## config.mk

```make
export PLATFORM = sky130hd
export DESIGN_NAME = mshr_alloc
export DESIGN_NICKNAME = d
export VERILOG_FILES = /design/src/verilog/mshr_pkg.sv /design/src/verilog/mshr_alloc.sv
export VERILOG_INCLUDE_DIRS = /design/src /design/src/verilog
export SDC_FILE = /design/constraint.sdc
export NUM_CORES = 1
export LEC_CHECK = 0
export BUFFER_PORTS_ARGS = -buffer_cell sky130_fd_sc_hd__buf_2
export CAP_MARGIN = 20
export CORE_MARGIN = 2
export CORE_UTILIZATION = 30
export CTS_BUF_LIST = sky130_fd_sc_hd__clkbuf_4
export DETAILED_ROUTE_END_ITERATION = 8
export SYNTH_ARGS = -nofsm -noshare
export SYNTH_HDL_FRONTEND = slang
export SYNTH_SLANG_ARGS = --single-unit
export TNS_END_PERCENT = 10
```

## constraint.sdc

```tcl
create_clock -name clk -period 1.3 [get_ports clk]
set_input_delay 0.065 -clock clk [delete_from_list [all_inputs] [get_ports clk]]
set_output_delay 0.065 -clock clk [all_outputs]
set_load 0.005 [all_outputs]
```

## src/verilog/mshr_params.svh

```systemverilog
`ifndef MSHR_PARAMS_SVH
`define MSHR_PARAMS_SVH

// entry count, index width must track it
`define MSHR_ENTRY_NUM 8
`define MSHR_IDX_W     3

// cache line address and requester txn id
`define MSHR_ADDR_W    26
`define MSHR_TXNID_W   8

`endif

```

## src/verilog/mshr_pkg.sv

```systemverilog
`default_nettype none

`include "mshr_params.svh"

package mshr_pkg;

    typedef logic [`MSHR_IDX_W-1:0]     mshr_idx_t;
    typedef logic [`MSHR_ENTRY_NUM-1:0] mshr_vec_t;   // one bit per entry
    typedef logic [`MSHR_ADDR_W-1:0]    mshr_addr_t;
    typedef logic [`MSHR_TXNID_W-1:0]   mshr_txnid_t;

    // data RAM request type
    typedef enum logic {
        RAM_OP_LF_WRITE = 1'b0,
        RAM_OP_READ     = 1'b1
    } ram_op_t;

    // entry FSM
    typedef enum logic [2:0] {
        ST_IDLE    = 3'd0,
        ST_RSVD    = 3'd1,   // spare code
        ST_DS_REQ  = 3'd2,
        ST_WAIT_LF = 3'd3,
        ST_LF_WR   = 3'd4,
        ST_RD      = 3'd5,
        ST_WAIT_RD = 3'd6
    } mshr_state_t;

endpackage

`default_nettype wire

```

## src/verilog/mshr_alloc.sv

```systemverilog
`timescale 1ns/1ns
`default_nettype none

`include "mshr_params.svh"

module mshr_alloc (
    input  logic                clk,
    input  logic                rst_n,
    input  logic                alloc_rdy,
    input  logic                release_vld,
    input  mshr_pkg::mshr_idx_t release_idx,
    output logic                alloc_vld,
    output mshr_pkg::mshr_idx_t alloc_idx,
    output logic                mshr_full
);

    import mshr_pkg::*;

    mshr_vec_t busy;
    mshr_vec_t free_vec;

    assign free_vec  = ~busy;
    assign alloc_vld = |free_vec;
    assign mshr_full = &busy;

    // lowest free entry wins
    always_comb begin
        alloc_idx = '0;
        for (int i = `MSHR_ENTRY_NUM - 1; i >= 0; i--) begin
            if (free_vec[i]) begin
                alloc_idx = mshr_idx_t'(i);
            end
        end
    end

    // set on tag pipe handshake, clear on release
    always_ff @(posedge clk or negedge rst_n) begin
        if (!rst_n) begin
            busy <= '0;
        end else begin
            if (alloc_vld && alloc_rdy) begin
                busy[alloc_idx] <= 1'b1;
            end
            if (release_vld) begin
                busy[release_idx] <= 1'b0;   // never the index just taken
            end
        end
    end

endmodule

`default_nettype wire

```

==> impl_metrics.env, run 1 <==
export IMPL_clockRootBuffer="clkbuf_4"
export IMPL_netlist_area_sq_um=433
export IMPL_cts_made_buffers=3
export IMPL_area_delta_synth_final_pct=38.7
export IMPL_die_area_sq_um=1760
export IMPL_fin_hold_ws_ps=29.9
export IMPL_synth_edf_count=0
export IMPL_core_region_area_sq_um=1320
export IMPL_initial_utilization_pct=32.9
export IMPL_antenna_found_initial=0
export IMPL_period_needed_ps=1290
export IMPL_drc_errors=0
export IMPL_synth_compound_area_share_pct=21.1
export IMPL_start_kind="register"
export IMPL_first_pass_iters=4
export IMPL_switching_power_mw=0.320
export IMPL_relSlewSlack_pct=85.6
export IMPL_std_cell_rows=13
export IMPL_setup_viol=0
export IMPL_vias=453
export IMPL_drtIter0Drc=15
export IMPL_clock_sinks=8
export IMPL_grt_overflow_total=0
export IMPL_port_buffers=11
export IMPL_ys_ff_latch=8
export IMPL_chipWidth_um=42.0
export IMPL_crit_fanout=4
export IMPL_min_path_type="in -> reg"
export IMPL_run_status="completed"
export IMPL_yosys_area_share_simple_pct=28.3
export IMPL_netSwitchingFraction_pct=34.7
export IMPL_worstSetupPathType="reg -> out"
export IMPL_finalHoldViolCount=0
export IMPL_drive_gt1_share_pct=38.0
export IMPL_largest_register_ffs=8
export IMPL_r2r_slack_ps=70
export IMPL_final_antenna_net_count=0
export IMPL_cp_data_required_time_ps=1240
export IMPL_yosysWarnings=0
export IMPL_synth_adder_area_share_pct=0
export IMPL_synth_xor_area_share_pct=0
export IMPL_grt_usage_pct=13.1
export IMPL_synth_cell_types=20
export IMPL_timing_final_crit_share_pct=99.2
export IMPL_p_total_mw=0.922
export IMPL_pwr_share_clk_pct=22.0
export IMPL_cts_tree="built"
export IMPL_syn_num_nets=57
export IMPL_final_cell_mix="11 x buf_2, 7 x dfrtp_1, 6 x buf_4, 5 x nand2_1, 5 x a21oi_1"
export IMPL_largest_register="busy"
export IMPL_grt_start_max_net_pins=9
export IMPL_ys_seq_area_share_pct=46.2
export IMPL_cts_max_level=1
export IMPL_leakagePower_nw=0.277
export IMPL_clkSlewWorstSetupHoldPaths_ps=60
export IMPL_clockBufferDepth=2
export IMPL_fin_nets=80
export IMPL_diodes=0
export IMPL_ys_async_sr_fraction_pct=100
export IMPL_p_int_mw=0.602
export IMPL_final_common_cell="buf_2"
export IMPL_grt_pass1_vias=373
export IMPL_maxSlewViolCount=0
export IMPL_clk_latency_ps=260
export IMPL_skew_ps=3.81
export IMPL_drv_cap=0
export IMPL_fp_dieH_um=42.0
export IMPL_power_density_nw_per_um2=1530
export IMPL_reg_top3="busy: 8 flops"
export IMPL_gp_congestion=0.757
export IMPL_synth_top_family_by_area="simple AND/OR/NAND/NOR gates"
export IMPL_endpoint_kind="output port"
export IMPL_worst_slew_pin_slew_ps=214
export IMPL_max_freq_mhz=775
export IMPL_wire_per_inst_um=12.5
export IMPL_synth_flop_cell="dfrtp_1"
export IMPL_synth_cells=50
export IMPL_muxShareOfSynthArea_pct=0
export IMPL_cp_arrival_ps=1230
export IMPL_ios=12
export IMPL_viasPerCell=5.27
export IMPL_peakVddDrop_mv=0.565
export IMPL_comb_power_share_pct=36.5
export IMPL_rsz0062_at_grt="true"
export IMPL_wl_um=1070
export IMPL_p_seq_share_pct=41.6
export IMPL_grt_pass1_wl_um=1630
export IMPL_post_dp_hpwl_um=741
export IMPL_avgSynthCellArea_sq_um=8.66
==> through the flow <==
step | setup slack (ps) | utilization [%] | std cells | TNS, ps | instance area (sq um)
floorplan | 246 | - | 50 | 0 | 433
global placement | 189 | 38.5 | 76 | 0 | 507
detailed placement | 164 | 38.5 | 76 | 0 | 507
CTS | 1.44 | 42.4 | 82 | 0 | 558
global route | -59.2 | 45.6 | 86 | -141 | 601
finish | 9.95 | 45.6 | 86 | 0 | 601
==> area by class of cell <==
class	count	area, sq um
fillers	133	717
multi-input cells	37	229
flip-flops and latches	8	201
repair buffers	18	110
clock buffers	3	22.5
inverters	5	18.8
well taps	15	18.8
==> cells by family after synthesis <==
family                 Yosys count
AO/OA/AOI/OAI                   15
buffers and inverters            5
flip-flops                       8
AND/OR/NAND/NOR                 22
==> path summary, 6_finish.rpt <==
kind	from	end	cells past startpoint
max in group asynchronous	rst_n	busy[2]	2
worst max register to register	busy[0]	busy[7]	5
worst min register to register	busy[6]	busy[6]	1
worst min-delay path	release_idx[1]	busy[3]	2
worst max-delay path	busy[7]	alloc_idx[0]	5
min in group asynchronous	rst_n	busy[3]	2
==> power groups by stage <==
stage / Combinational [mW] / Sequential, mW / Clock [mW]
finish: 0.336 / 0.383 / 0.202
global route: 0.370 / 0.389 / 0.227
CTS: 0.282 / 0.379 / 0.207
detailed placement: 0.253 / 0.384 / 0
global placement: 0.253 / 0.385 / 0
floorplan: 0.171 / 0.363 / 0
==> cells in the mapped netlist, types with 2 or more instances <==
library cell | instances | area share (%)
dfrtp_1 | 8 | 46
nand3b_1 | 2 | 3.5
nor2b_1 | 2 | 2.9
a21oi_1 | 7 | 8.1
nor2_1 | 3 | 2.6
inv_1 | 5 | 4.3
nand2_1 | 5 | 4.3
nand3_1 | 2 | 2.3
a31oi_1 | 2 | 2.9
nand4_1 | 4 | 5.8
==> worst max-delay path, stage by stage (launching register included) <==
cell and delay, ps:
dfrtp_1 410, nand2b_1 170, a21oi_2 150, a21oi_2 50
inv_1 70, buf_2 110
==> layer usage <==
metal / GRT usage, % / wire [um] / share of wire (%)
met3: 4.31 / 62 / 5.8
met5: 0 / 0 / 0
met4: 11.6 / 36 / 3.4
met1: 14.2 / 458 / 43
met2: 20.0 / 515 / 48
==> what timing repair did <==
item / in CTS / in global routing
resized for setup: 2 / 4
endpoints found under the setup margin: 3 / 5
pin swaps: 3 / 2
hold endpoints to repair: 8 / 0
buffers inserted: 2 / 4
hold buffers: 1 / 0
Power figures use the tool's default switching activity.
==> run 2, diff against run 1 <==
--- a/config.mk
+++ b/config.mk
@@ -9,7 +9,7 @@
 export BUFFER_PORTS_ARGS = -buffer_cell sky130_fd_sc_hd__buf_2
 export CAP_MARGIN = 20
 export CORE_MARGIN = 2
-export CORE_UTILIZATION = 30
+export CORE_UTILIZATION = 25
 export CTS_BUF_LIST = sky130_fd_sc_hd__clkbuf_4
 export DETAILED_ROUTE_END_ITERATION = 8
 export SYNTH_ARGS = -nofsm -noshare
==> run 2 against run 1 <==
Clock skew grew 11 ps. Highest routed layer unchanged. Largest cell class unchanged. Flip-flop and latch count is the same. Utilization fell by 9.3 points.
==> impl_metrics.env, run 2 (synthesis results as in run 1) <==
export IMPL_placed_area_sq_um=509
export IMPL_max_freq_mhz=774
export IMPL_wl_um=1120
export IMPL_grt_start_max_net_pins=9
export IMPL_clockRootBuffer="clkbuf_4"
export IMPL_stdcell_count=87
export IMPL_worstSetupPathType="reg -> out"
export IMPL_grt_overflow_total=0
export IMPL_peakVddDrop_mv=0.650
export IMPL_ios=12
export IMPL_netSwitchingFraction_pct=35.2
export IMPL_fin_hold_ws_ps=70.0
export IMPL_clock_sinks=8
export IMPL_relSlewSlack_pct=86.3
export IMPL_drc_errors=0
export IMPL_p_total_mw=0.898
export IMPL_largest_register="busy"
export IMPL_crit_fanout=7
export IMPL_cts_tree="built"
export IMPL_r2r_slack_ps=30
export IMPL_viasPerCell=5.46
export IMPL_p_seq_share_pct=43.2
export IMPL_grt_util_met1_pct=16.3
export IMPL_hold_depth=3
export IMPL_cts_made_buffers=3
export IMPL_rr_worst_depth=4
export IMPL_placed_cells=78
export IMPL_comb_power_share_pct=34.4
export IMPL_period_needed_ps=1290
export IMPL_largest_register_ffs=8
export IMPL_chipWidth_um=45.6
export IMPL_core_region_area_sq_um=1670
export IMPL_worst_slew_pin_slew_ps=206
export IMPL_finalHoldViolCount=0
export IMPL_grt_pass1_vias=422
export IMPL_p_int_mw=0.582
export IMPL_wire_per_inst_um=12.9
export IMPL_gp_congestion=0.733
export IMPL_fp_dieH_um=45.6
export IMPL_design_area_sq_um=606
export IMPL_switching_power_mw=0.316
export IMPL_pwr_share_clk_pct=22.4
export IMPL_die_area_sq_um=2080
export IMPL_first_pass_iters=5
export IMPL_hold_end="busy[0]"
export IMPL_endpoint_kind="output port"
export IMPL_rr_startpoint="busy[1]"
export IMPL_setup_viol=0
export IMPL_drv_cap=0
export IMPL_final_cell_mix="10 x buf_2, 5 x nand2_1, 5 x a21oi_1, 5 x dfrtp_1, 5 x buf_4"
export IMPL_clkSlewWorstSetupHoldPaths_ps=60
export IMPL_clk_latency_ps=270
export IMPL_worst_r2r_endpoint="busy[4]"
export IMPL_met3_usage_pct=3.57
export IMPL_cts_max_level=1
export IMPL_clockBufferDepth=2
export IMPL_final_antenna_net_count=0
export IMPL_reg_top3="busy: 8 flops"
export IMPL_timing_final_crit_share_pct=99.3
export IMPL_drtIter0Drc=6
export IMPL_grt_busiest_layer="met2"
export IMPL_grt_pass1_wl_um=1840
export IMPL_drive_gt1_share_pct=40.0
export IMPL_cp_arrival_ps=1230
export IMPL_power_density_nw_per_um2=1480
export IMPL_initial_utilization_pct=25.9
export IMPL_diodes=0
export IMPL_post_dp_hpwl_um=807
export IMPL_met2_usage_pct=19.4
export IMPL_std_cell_rows=15
export IMPL_tns_ps=0
export IMPL_port_buffers=11
export IMPL_run_status="completed"
export IMPL_start_kind="register"
export IMPL_min_path_type="in -> reg"
export IMPL_antenna_found_initial=0
export IMPL_skew_ps=15.3
export IMPL_maxSlewViolCount=0
export IMPL_area_delta_synth_final_pct=39.9
export IMPL_hold_start="alloc_rdy"
export IMPL_rsz0062_at_grt="true"
export IMPL_cp_data_required_time_ps=1240
export IMPL_grt_usage_pct=13.3
export IMPL_final_common_cell="buf_2"
export IMPL_fin_nets=79
export IMPL_vias=475
export IMPL_leakagePower_nw=0.274
==> run 2: worst max-delay path by stage <==
| stage | start | end | slack (ps) | depth (start not counted) |
|---|---|---|---|---|
| final | busy[0] | mshr_full | 9 | 4 |
| after global routing | busy[0] | alloc_idx[0] | -50 | 5 |
| after CTS | busy[0] | alloc_idx[0] | -40 | 5 |
| after detailed placement | busy[0] | busy[5] | 110 | 4 |
| after global placement | busy[0] | busy[5] | 130 | 4 |
| after floorplan | busy[0] | busy[6] | 250 | 4 |
==> run 2: final cells by class <==
type	instances	area (sq um)
fill	180	1060
multi-input combinational	37	230
sequential	8	204
timing repair buffer	17	109
clock buffer	3	22.5
tap	17	21.3
inverter	5	18.8
==> run 2: metal layers <==
metal | share of wire [%] | vias to the layer above | routed length [um]
met4 | 3.7 | 0 | 41
li1 | - | 221 | -
met2 | 48 | 27 | 537
met3 | 5.1 | 6 | 57
met5 | 0 | - | 0
met1 | 43 | 221 | 483
==> run 2: metrics by stage <==
step | utilization [%] | setup slack (ps)
after floorplan | - | 246
after detailed placement | 30.5 | 113
after global placement | 30.5 | 126
after global routing | 36.3 | -51.9
final | 36.3 | 8.72
after CTS | 32.7 | -38.7
==> run 2: critical path, cell delays in order, from the launching register on <==
cell,delay [ps]
dfrtp_2,420
nand4_1,130
or2_4,270
inv_2,50
buf_6,80
==> run 2: repair_timing <==
item	CTS	global route
gates cloned	0	0
buffers inserted	0	5
endpoints found under the setup margin	3	4
pin swaps	3	5
hold buffers	1	0
hold endpoints to repair	8	0
gates resized for setup	3	7
==> run 2: power by group through the flow <==
| stage | Sequential (mW) | Combinational [mW] | Clock, mW |
|---|---|---|---|
| after floorplan | 0.363 | 0.171 | 0 |
| after global placement | 0.381 | 0.253 | 0 |
| after detailed placement | 0.386 | 0.257 | 0 |
| after CTS | 0.383 | 0.262 | 0.205 |
| after global routing | 0.405 | 0.351 | 0.211 |
| final | 0.388 | 0.309 | 0.201 |
