[config.mk]
export PLATFORM = sky130hd
export DESIGN_NAME = mshr_entry_table
export DESIGN_NICKNAME = d
export VERILOG_FILES = /design/src/verilog/mshr_pkg.sv /design/src/verilog/mshr_entry.sv /design/src/verilog/mshr_entry_table.sv
export VERILOG_INCLUDE_DIRS = /design/src /design/src/verilog
export SDC_FILE = /design/constraint.sdc
export NUM_CORES = 1
export LEC_CHECK = 0
export ABC_AREA = 0
export BUFFER_PORTS_ARGS = -buffer_cell sky130_fd_sc_hd__buf_2
export CORE_AREA = 2 2 225 227
export DETAILED_ROUTE_END_ITERATION = 16
export DIE_AREA = 0 0 227 229
export HOLD_SLACK_MARGIN = 0.03
export PLACE_DENSITY = 0.49
export SETUP_SLACK_MARGIN = 0.1
export SLEW_MARGIN = 20
export SYNTH_ARGS = -nofsm -noshare
export SYNTH_HDL_FRONTEND = slang
export SYNTH_SLANG_ARGS = --single-unit
export TNS_END_PERCENT = 50
[constraint.sdc]
create_clock -name clk -period 5.92 [get_ports clk]
set_clock_uncertainty 0.15 [all_clocks]
set_input_delay 0.888 -clock clk [delete_from_list [all_inputs] [get_ports clk]]
set_output_delay 0.888 -clock clk [all_outputs]
set_load 0.02 [all_outputs]
[src/verilog/mshr_params.svh]
`ifndef MSHR_PARAMS_SVH
`define MSHR_PARAMS_SVH

// entry count, index width must track it
`define MSHR_ENTRY_NUM 8
`define MSHR_IDX_W     3

// cache line address and requester txn id
`define MSHR_ADDR_W    26
`define MSHR_TXNID_W   8

`endif

[src/verilog/mshr_pkg.sv]
`default_nettype none

`include "mshr_params.svh"

package mshr_pkg;

    typedef logic [`MSHR_IDX_W-1:0]     mshr_idx_t;
    typedef logic [`MSHR_ENTRY_NUM-1:0] mshr_vec_t;   // one bit per entry
    typedef logic [`MSHR_ADDR_W-1:0]    mshr_addr_t;
    typedef logic [`MSHR_TXNID_W-1:0]   mshr_txnid_t;

    // data RAM request type
    typedef enum logic {
        RAM_OP_LF_WRITE = 1'b0,
        RAM_OP_READ     = 1'b1
    } ram_op_t;

    // entry FSM
    typedef enum logic [2:0] {
        ST_IDLE    = 3'd0,
        ST_RSVD    = 3'd1,   // spare code
        ST_DS_REQ  = 3'd2,
        ST_WAIT_LF = 3'd3,
        ST_LF_WR   = 3'd4,
        ST_RD      = 3'd5,
        ST_WAIT_RD = 3'd6
    } mshr_state_t;

endpackage

`default_nettype wire

[src/verilog/mshr_entry.sv]
`timescale 1ns/1ns
`default_nettype none

module mshr_entry (
    input  logic                  clk,
    input  logic                  rst_n,
    input  logic                  update_en,
    input  mshr_pkg::mshr_addr_t  update_addr,
    input  mshr_pkg::mshr_txnid_t update_txnid,
    input  logic                  ds_gnt,
    input  logic                  lf_done,
    input  logic                  ram_gnt,
    input  logic                  rd_done,
    output logic                  ds_req,
    output logic                  ram_req,
    output mshr_pkg::ram_op_t     ram_op,
    output mshr_pkg::mshr_addr_t  addr,
    output mshr_pkg::mshr_txnid_t txnid,
    output logic                  release_en
);

    import mshr_pkg::*;

    mshr_state_t state;
    mshr_state_t state_nxt;

    // --------------------
    // miss flow
    always_comb begin
        state_nxt = state;
        case (state)
            ST_IDLE: begin
                if (update_en) begin
                    state_nxt = ST_DS_REQ;
                end
            end
            ST_DS_REQ: begin
                if (ds_gnt) begin
                    state_nxt = ST_WAIT_LF;
                end
            end
            ST_WAIT_LF: begin
                if (lf_done) begin
                    state_nxt = ST_LF_WR;
                end
            end
            ST_LF_WR: begin
                if (ram_gnt) begin
                    state_nxt = ST_RD;
                end
            end
            ST_RD: begin
                if (ram_gnt) begin
                    state_nxt = ST_WAIT_RD;
                end
            end
            ST_WAIT_RD: begin
                if (rd_done) begin
                    state_nxt = ST_IDLE;
                end
            end
            default: state_nxt = ST_IDLE;   // includes ST_RSVD
        endcase
    end

    always_ff @(posedge clk or negedge rst_n) begin
        if (!rst_n) begin
            state      <= ST_IDLE;
            release_en <= 1'b0;
        end else begin
            state      <= state_nxt;
            release_en <= (state == ST_WAIT_RD) && rd_done;
        end
    end

    // --------------------
    // stored request
    always_ff @(posedge clk) begin
        if (update_en && (state == ST_IDLE)) begin
            addr  <= update_addr;
            txnid <= update_txnid;
        end
    end

    assign ds_req  = (state == ST_DS_REQ);
    assign ram_req = (state == ST_LF_WR) || (state == ST_RD);
    assign ram_op  = (state == ST_RD) ? RAM_OP_READ : RAM_OP_LF_WRITE;   // write first

endmodule

`default_nettype wire

[src/verilog/mshr_entry_table.sv]
`timescale 1ns/1ns
`default_nettype none

`include "mshr_params.svh"

module mshr_entry_table (
    input  logic                                    clk,
    input  logic                                    rst_n,
    input  logic                                    update_en,
    input  mshr_pkg::mshr_idx_t                     update_idx,
    input  mshr_pkg::mshr_addr_t                    update_addr,
    input  mshr_pkg::mshr_txnid_t                   update_txnid,
    input  mshr_pkg::mshr_vec_t                     ds_gnt,
    input  logic                                    lf_done,
    input  mshr_pkg::mshr_idx_t                     lf_done_idx,
    input  mshr_pkg::mshr_vec_t                     ram_gnt,
    input  logic                                    rd_done,
    input  mshr_pkg::mshr_idx_t                     rd_done_idx,
    output mshr_pkg::mshr_vec_t                     ds_req,
    output mshr_pkg::mshr_vec_t                     ram_req,
    output logic [`MSHR_ENTRY_NUM*`MSHR_ADDR_W-1:0] ds_pld,
    output logic [`MSHR_ENTRY_NUM*($bits(mshr_pkg::ram_op_t)
                  + `MSHR_ADDR_W + `MSHR_TXNID_W)-1:0] ram_pld,
    output logic                                    release_vld,
    output mshr_pkg::mshr_idx_t                     release_idx
);

    import mshr_pkg::*;

    mshr_vec_t   v_update_en;
    mshr_vec_t   v_lf_done;
    mshr_vec_t   v_rd_done;
    mshr_vec_t   v_release;
    ram_op_t     entry_op    [`MSHR_ENTRY_NUM];
    mshr_addr_t  entry_addr  [`MSHR_ENTRY_NUM];
    mshr_txnid_t entry_txnid [`MSHR_ENTRY_NUM];

    logic [`MSHR_ENTRY_NUM-1:0][`MSHR_ADDR_W-1:0] ds_pld_arr;
    logic [`MSHR_ENTRY_NUM-1:0][$bits(ram_op_t)+`MSHR_ADDR_W+`MSHR_TXNID_W-1:0] ram_pld_arr;

    for (genvar i = 0; i < `MSHR_ENTRY_NUM; i++) begin : g_entry
        // index to per-entry strobe
        assign v_update_en[i] = update_en && (update_idx == mshr_idx_t'(i));
        assign v_lf_done[i]   = lf_done && (lf_done_idx == mshr_idx_t'(i));
        assign v_rd_done[i]   = rd_done && (rd_done_idx == mshr_idx_t'(i));

        mshr_entry u_entry (
            .clk          (clk),
            .rst_n        (rst_n),
            .update_en    (v_update_en[i]),
            .update_addr  (update_addr),
            .update_txnid (update_txnid),
            .ds_gnt       (ds_gnt[i]),
            .lf_done      (v_lf_done[i]),
            .ram_gnt      (ram_gnt[i]),
            .rd_done      (v_rd_done[i]),
            .ds_req       (ds_req[i]),
            .ram_req      (ram_req[i]),
            .ram_op       (entry_op[i]),
            .addr         (entry_addr[i]),
            .txnid        (entry_txnid[i]),
            .release_en   (v_release[i])
        );

        assign ds_pld_arr[i]  = entry_addr[i];
        assign ram_pld_arr[i] = {entry_op[i], entry_addr[i], entry_txnid[i]};   // op on top
    end

    assign ds_pld  = ds_pld_arr;
    assign ram_pld = ram_pld_arr;

    // one rd_done per cycle, so release is one-hot
    assign release_vld = |v_release;

    always_comb begin
        release_idx = '0;
        for (int i = 0; i < `MSHR_ENTRY_NUM; i++) begin
            if (v_release[i]) begin
                release_idx = release_idx | mshr_idx_t'(i);
            end
        end
    end

endmodule

`default_nettype wire

==> qor.tcl <==
set qor(post_cts_buffers) 0
set qor(grt_start_max_net_pins) 35
set qor(combinationalPowerShare_pct) 11.2
set qor(setup.worst_path.start_class) {register}
set qor(setup.worst_path.end_class) {primary output}
set qor(detailed_place_hpwl_mm) 28.14
set qor(total_routing_usage_reported_by_global_routing_pct) 13.73
set qor(fill_cells) 5007
set qor(cap_viol_max_count) 0
set qor(synthesis.area_um2) 12080
set qor(syn_to_final_growth_pct) 26.34
set qor(cts_tree) {built}
set qor(intPower_uw) 3907
set qor(seq_area_frac_synth_pct) 74.23
set qor(yosys.cell_count.top_type) {sky130_fd_sc_hd__edfxtp_1}
set qor(finalNonFillerCells) 1836
set qor(status) {completed}
set qor(number_of_nets_in_the_layout) 1202
set qor(post-synth-top-area-fraction_pct) 67.61
set qor(path_clk_slew_ns) 0.06
set qor(grt_setup_unrepaired) {no}
set qor(globalplace.congestion) 0.7950
set qor(port_buffers) 571
set qor(worst_endpoint_required_time_ns) 4.88
set qor(switching_power_uw) 1380
set qor(synth.lib_cells_used.distinct) 53
set qor(ioPinCount) 572
set qor(clock_tree_buf_depth) 3
set qor(synth.top_cells.by_area) {sky130_fd_sc_hd__edfxtp_1, sky130_fd_sc_hd__buf_4, sky130_fd_sc_hd__dfrtp_1}
set qor(max_freq_mhz) 350.2
set qor(layout_cells_sized_above_1_pct) 56.06
set qor(critPathArrivalTime_ns) 1.82
set qor(hold_viol) 0
set qor(cts_hold_repair.buffers) 0
set qor(r2r_start) {g_entry[2].u_entry.state[1]}
set qor(synthFlopType) {sky130_fd_sc_hd__edfxtp_1}
set qor(first_pass_iters) 4
set qor(syn-mean-instance-area_um2) 15.88
set qor(critical_path_class) {reg2out}
set qor(cts_sinks) 304
set qor(via_count) 7380
set qor(cts_made_buffers) 34
set qor(async_reset_ff_share_pct) 10.53
set qor(wire_length_of_the_first_global_routing_pass_mm) 50.45
set qor(report.final.slew_viol_count) 0
set qor(slew-limit-headroom_pct) 48.08
set qor(worstPathMaxFanout) 2
set qor(detailedRoute.firstIterationViolations) 360
set qor(cts-root-buf) {sky130_fd_sc_hd__clkbuf_16}
set qor(min-delay-path-class) {in2async}
set qor(placed_cells) 1773
set qor(cts_resized) 0
set qor(die_area_um2) 51980
set qor(r2r_end) {g_entry[2].u_entry.addr[15]}
set qor(wirelength_mm) 37.79
set qor(layout_min_cycle_time_ns) 2.856
set qor(synth_common_cells) {sky130_fd_sc_hd__edfxtp_1, sky130_fd_sc_hd__buf_4, sky130_fd_sc_hd__dfrtp_1}
set qor(global_route.overflow_total) 0
set qor(slowest_library_cell_on_the_worst_path) {sky130_fd_sc_hd__or4_1}
set qor(clock_tree.htree_level_count) 2
set qor(peak_supply_drop_mv) 0.1462
set qor(clockPowerShare_pct) 40.1
set qor(post_synth_inst_count) 761
set qor(max_stage_delay_ns) 0.55
set qor(post_drt_wl_per_cell_um) 20.58
set qor(timing_worst_slew_pin_value_ns) 0.7788
set qor(core.rowCount) 82
set qor(drtAntennaViolNets) 0
set qor(synthesis.nets) 826
set qor(number_of_global_route_vias_before_repair) 7021
set qor(reg2regPathDepth) 3
set qor(die_y_um) 229
set qor(initial_core_util_pct) 24.33
set qor(total_leakage_power_uw) 0.006264
set qor(crit_path_start) {g_entry[6].u_entry.release_en}
set qor(worst_skew_pair.late_latency_ns) 0.54
set qor(post-route-period-util_pct) 48.24
set qor(routed_via_count_divided_by_cell_count) 4.020
set qor(synthDominantAreaCellType) {sky130_fd_sc_hd__edfxtp_1}
set qor(coreArea_um2) 49660
set qor(synth_warnings) 0
set qor(crit_path_cells) {or4_1 -> nand2b_1 -> buf_2}
set qor(postSynthRegisterBits) 304
set qor(setup.reg_to_reg.worst_slack_ns) 3.68
set qor(power.switching_fraction_pct) 26.10
set qor(setup_tns_ns) 0
set qor(grt_antenna_before_repair) 2
set qor(synth-edff-count) 272
set qor(chip_width_um) 227
set qor(p_per_area_nw_per_um2) 346.4
set qor(drc) 0
set qor(number_of_setup_violations_in_the_final_report) 0
set qor(power_frac_seq_pct) 48.7
-- flip-flops by register name, indices dropped and copies added, names as in the netlist --
name / flops
g_entry.u_entry.addr: 208
g_entry.u_entry.state: 24
g_entry.u_entry.txnid: 64
g_entry.u_entry.release_en: 8
-- how the worst max path moves through the flow --
stage	end	slack (ns)	cells after the start
2_1_floorplan	g_entry[5].u_entry.addr[0]	0.93	2
3_3_place_gp	g_entry[2].u_entry.addr[22]	3.11	4
3_5_place_dp	g_entry[2].u_entry.addr[22]	3.10	4
4_1_cts	release_vld	3.03	3
5_1_grt	ds_req[3]	2.93	5
6_report	release_vld	3.06	3
-- layout by cell type (no fill, tap or decap), types with 6 or more instances in the layout --
| cell type | synthesis | final |
|---|---|---|
| sky130_fd_sc_hd__a21oi_1 | 15 | 15 |
| sky130_fd_sc_hd__a32o_1 | 6 | 6 |
| sky130_fd_sc_hd__and2_1 | 7 | 7 |
| sky130_fd_sc_hd__buf_2 | 3 | 571 |
| sky130_fd_sc_hd__buf_4 | 233 | 13 |
| sky130_fd_sc_hd__clkbuf_1 | 8 | 8 |
| sky130_fd_sc_hd__clkbuf_16 | 0 | 34 |
| sky130_fd_sc_hd__dfrtp_1 | 32 | 32 |
| sky130_fd_sc_hd__edfxtp_1 | 272 | 272 |
| sky130_fd_sc_hd__inv_1 | 7 | 7 |
| sky130_fd_sc_hd__nand2_1 | 28 | 28 |
| sky130_fd_sc_hd__nor2_1 | 26 | 24 |
| sky130_fd_sc_hd__nor2b_1 | 14 | 13 |
| sky130_fd_sc_hd__nor3_1 | 14 | 12 |
| sky130_fd_sc_hd__o21ai_0 | 17 | 17 |
-- routing by layer --
| metal | wire length, µm | GRT usage [%] | vias up |
|---|---|---|---|
| met1 | 14670 | 15.76 | 3689 |
| met5 | 13 | 0 | - |
| met3 | 2355 | 3.438 | 45 |
| met4 | 939 | 4.310 | 2 |
| met2 | 19810 | 24.83 | 341 |
| li1 | - | - | 3303 |
-- final cells by class --
type | count | area [µm²] | share of cell area (%)
Sequential cell | 304 | 8969 | 58.76
Antenna cell | 1 | 2.502 | 0.01639
Inverter | 7 | 26.28 | 0.1721
Multi-Input combinational cell | 206 | 1344 | 8.804
Clock buffer | 42 | 880.8 | 5.771
Tap cell | 672 | 840.8 | 5.509
Timing Repair Buffer | 584 | 2955 | 19.36
Clock inverter | 20 | 245.2 | 1.607
-- kinds of logic (layout without fill, tap and decap cells) --
kind of cell | count (synthesis) | count (layout) | synth area share (%)
flip-flops | 304 | 304 | 74.23
buffers and inverters | 251 | 653 | 15.07
AND/OR/NAND/NOR | 138 | 138 | 6.721
AO/OA/AOI/OAI | 59 | 59 | 3.231
XOR/XNOR | 5 | 5 | 0.3625
multiplexers | 3 | 3 | 0.2796
adder cells (fa/ha/maj) | 1 | 1 | 0.1035
other | 0 | 1 | 0
-- worst max-delay path, delay by kind of cell (launching register included) --
| family | cells | cell delay (ns) |
|---|---|---|
| and+or+nand+nor | 2 | 0.74 |
| buffers and inverters | 1 | 0.17 |
| DFF | 1 | 0.37 |
-- power by group through the flow --
stage,clock network (µW),registers (µW),logic [µW]
3_5_place_dp,0,2620,600
5_1_grt,2280,2600,648
2_1_floorplan,0,2590,452
6_report,2120,2570,591
3_3_place_gp,0,2610,595
4_1_cts,2200,2570,601
-- per-stage QoR --
stage	util [%]	power, µW	hold slack (ns)	cell area, µm²	worst slack [ns]
detailed placement	28.46	3217	0.4535	14130	3.099
global route	30.73	5525	0.3038	15260	2.934
floorplan	-	3040	0.3597	12080	0.9318
finish	30.74	5287	0.2690	15260	3.064
CTS	30.73	5374	0.2607	15260	3.031
global placement	28.46	3209	0.4407	14130	3.113
Power figures use the tool's default switching activity.
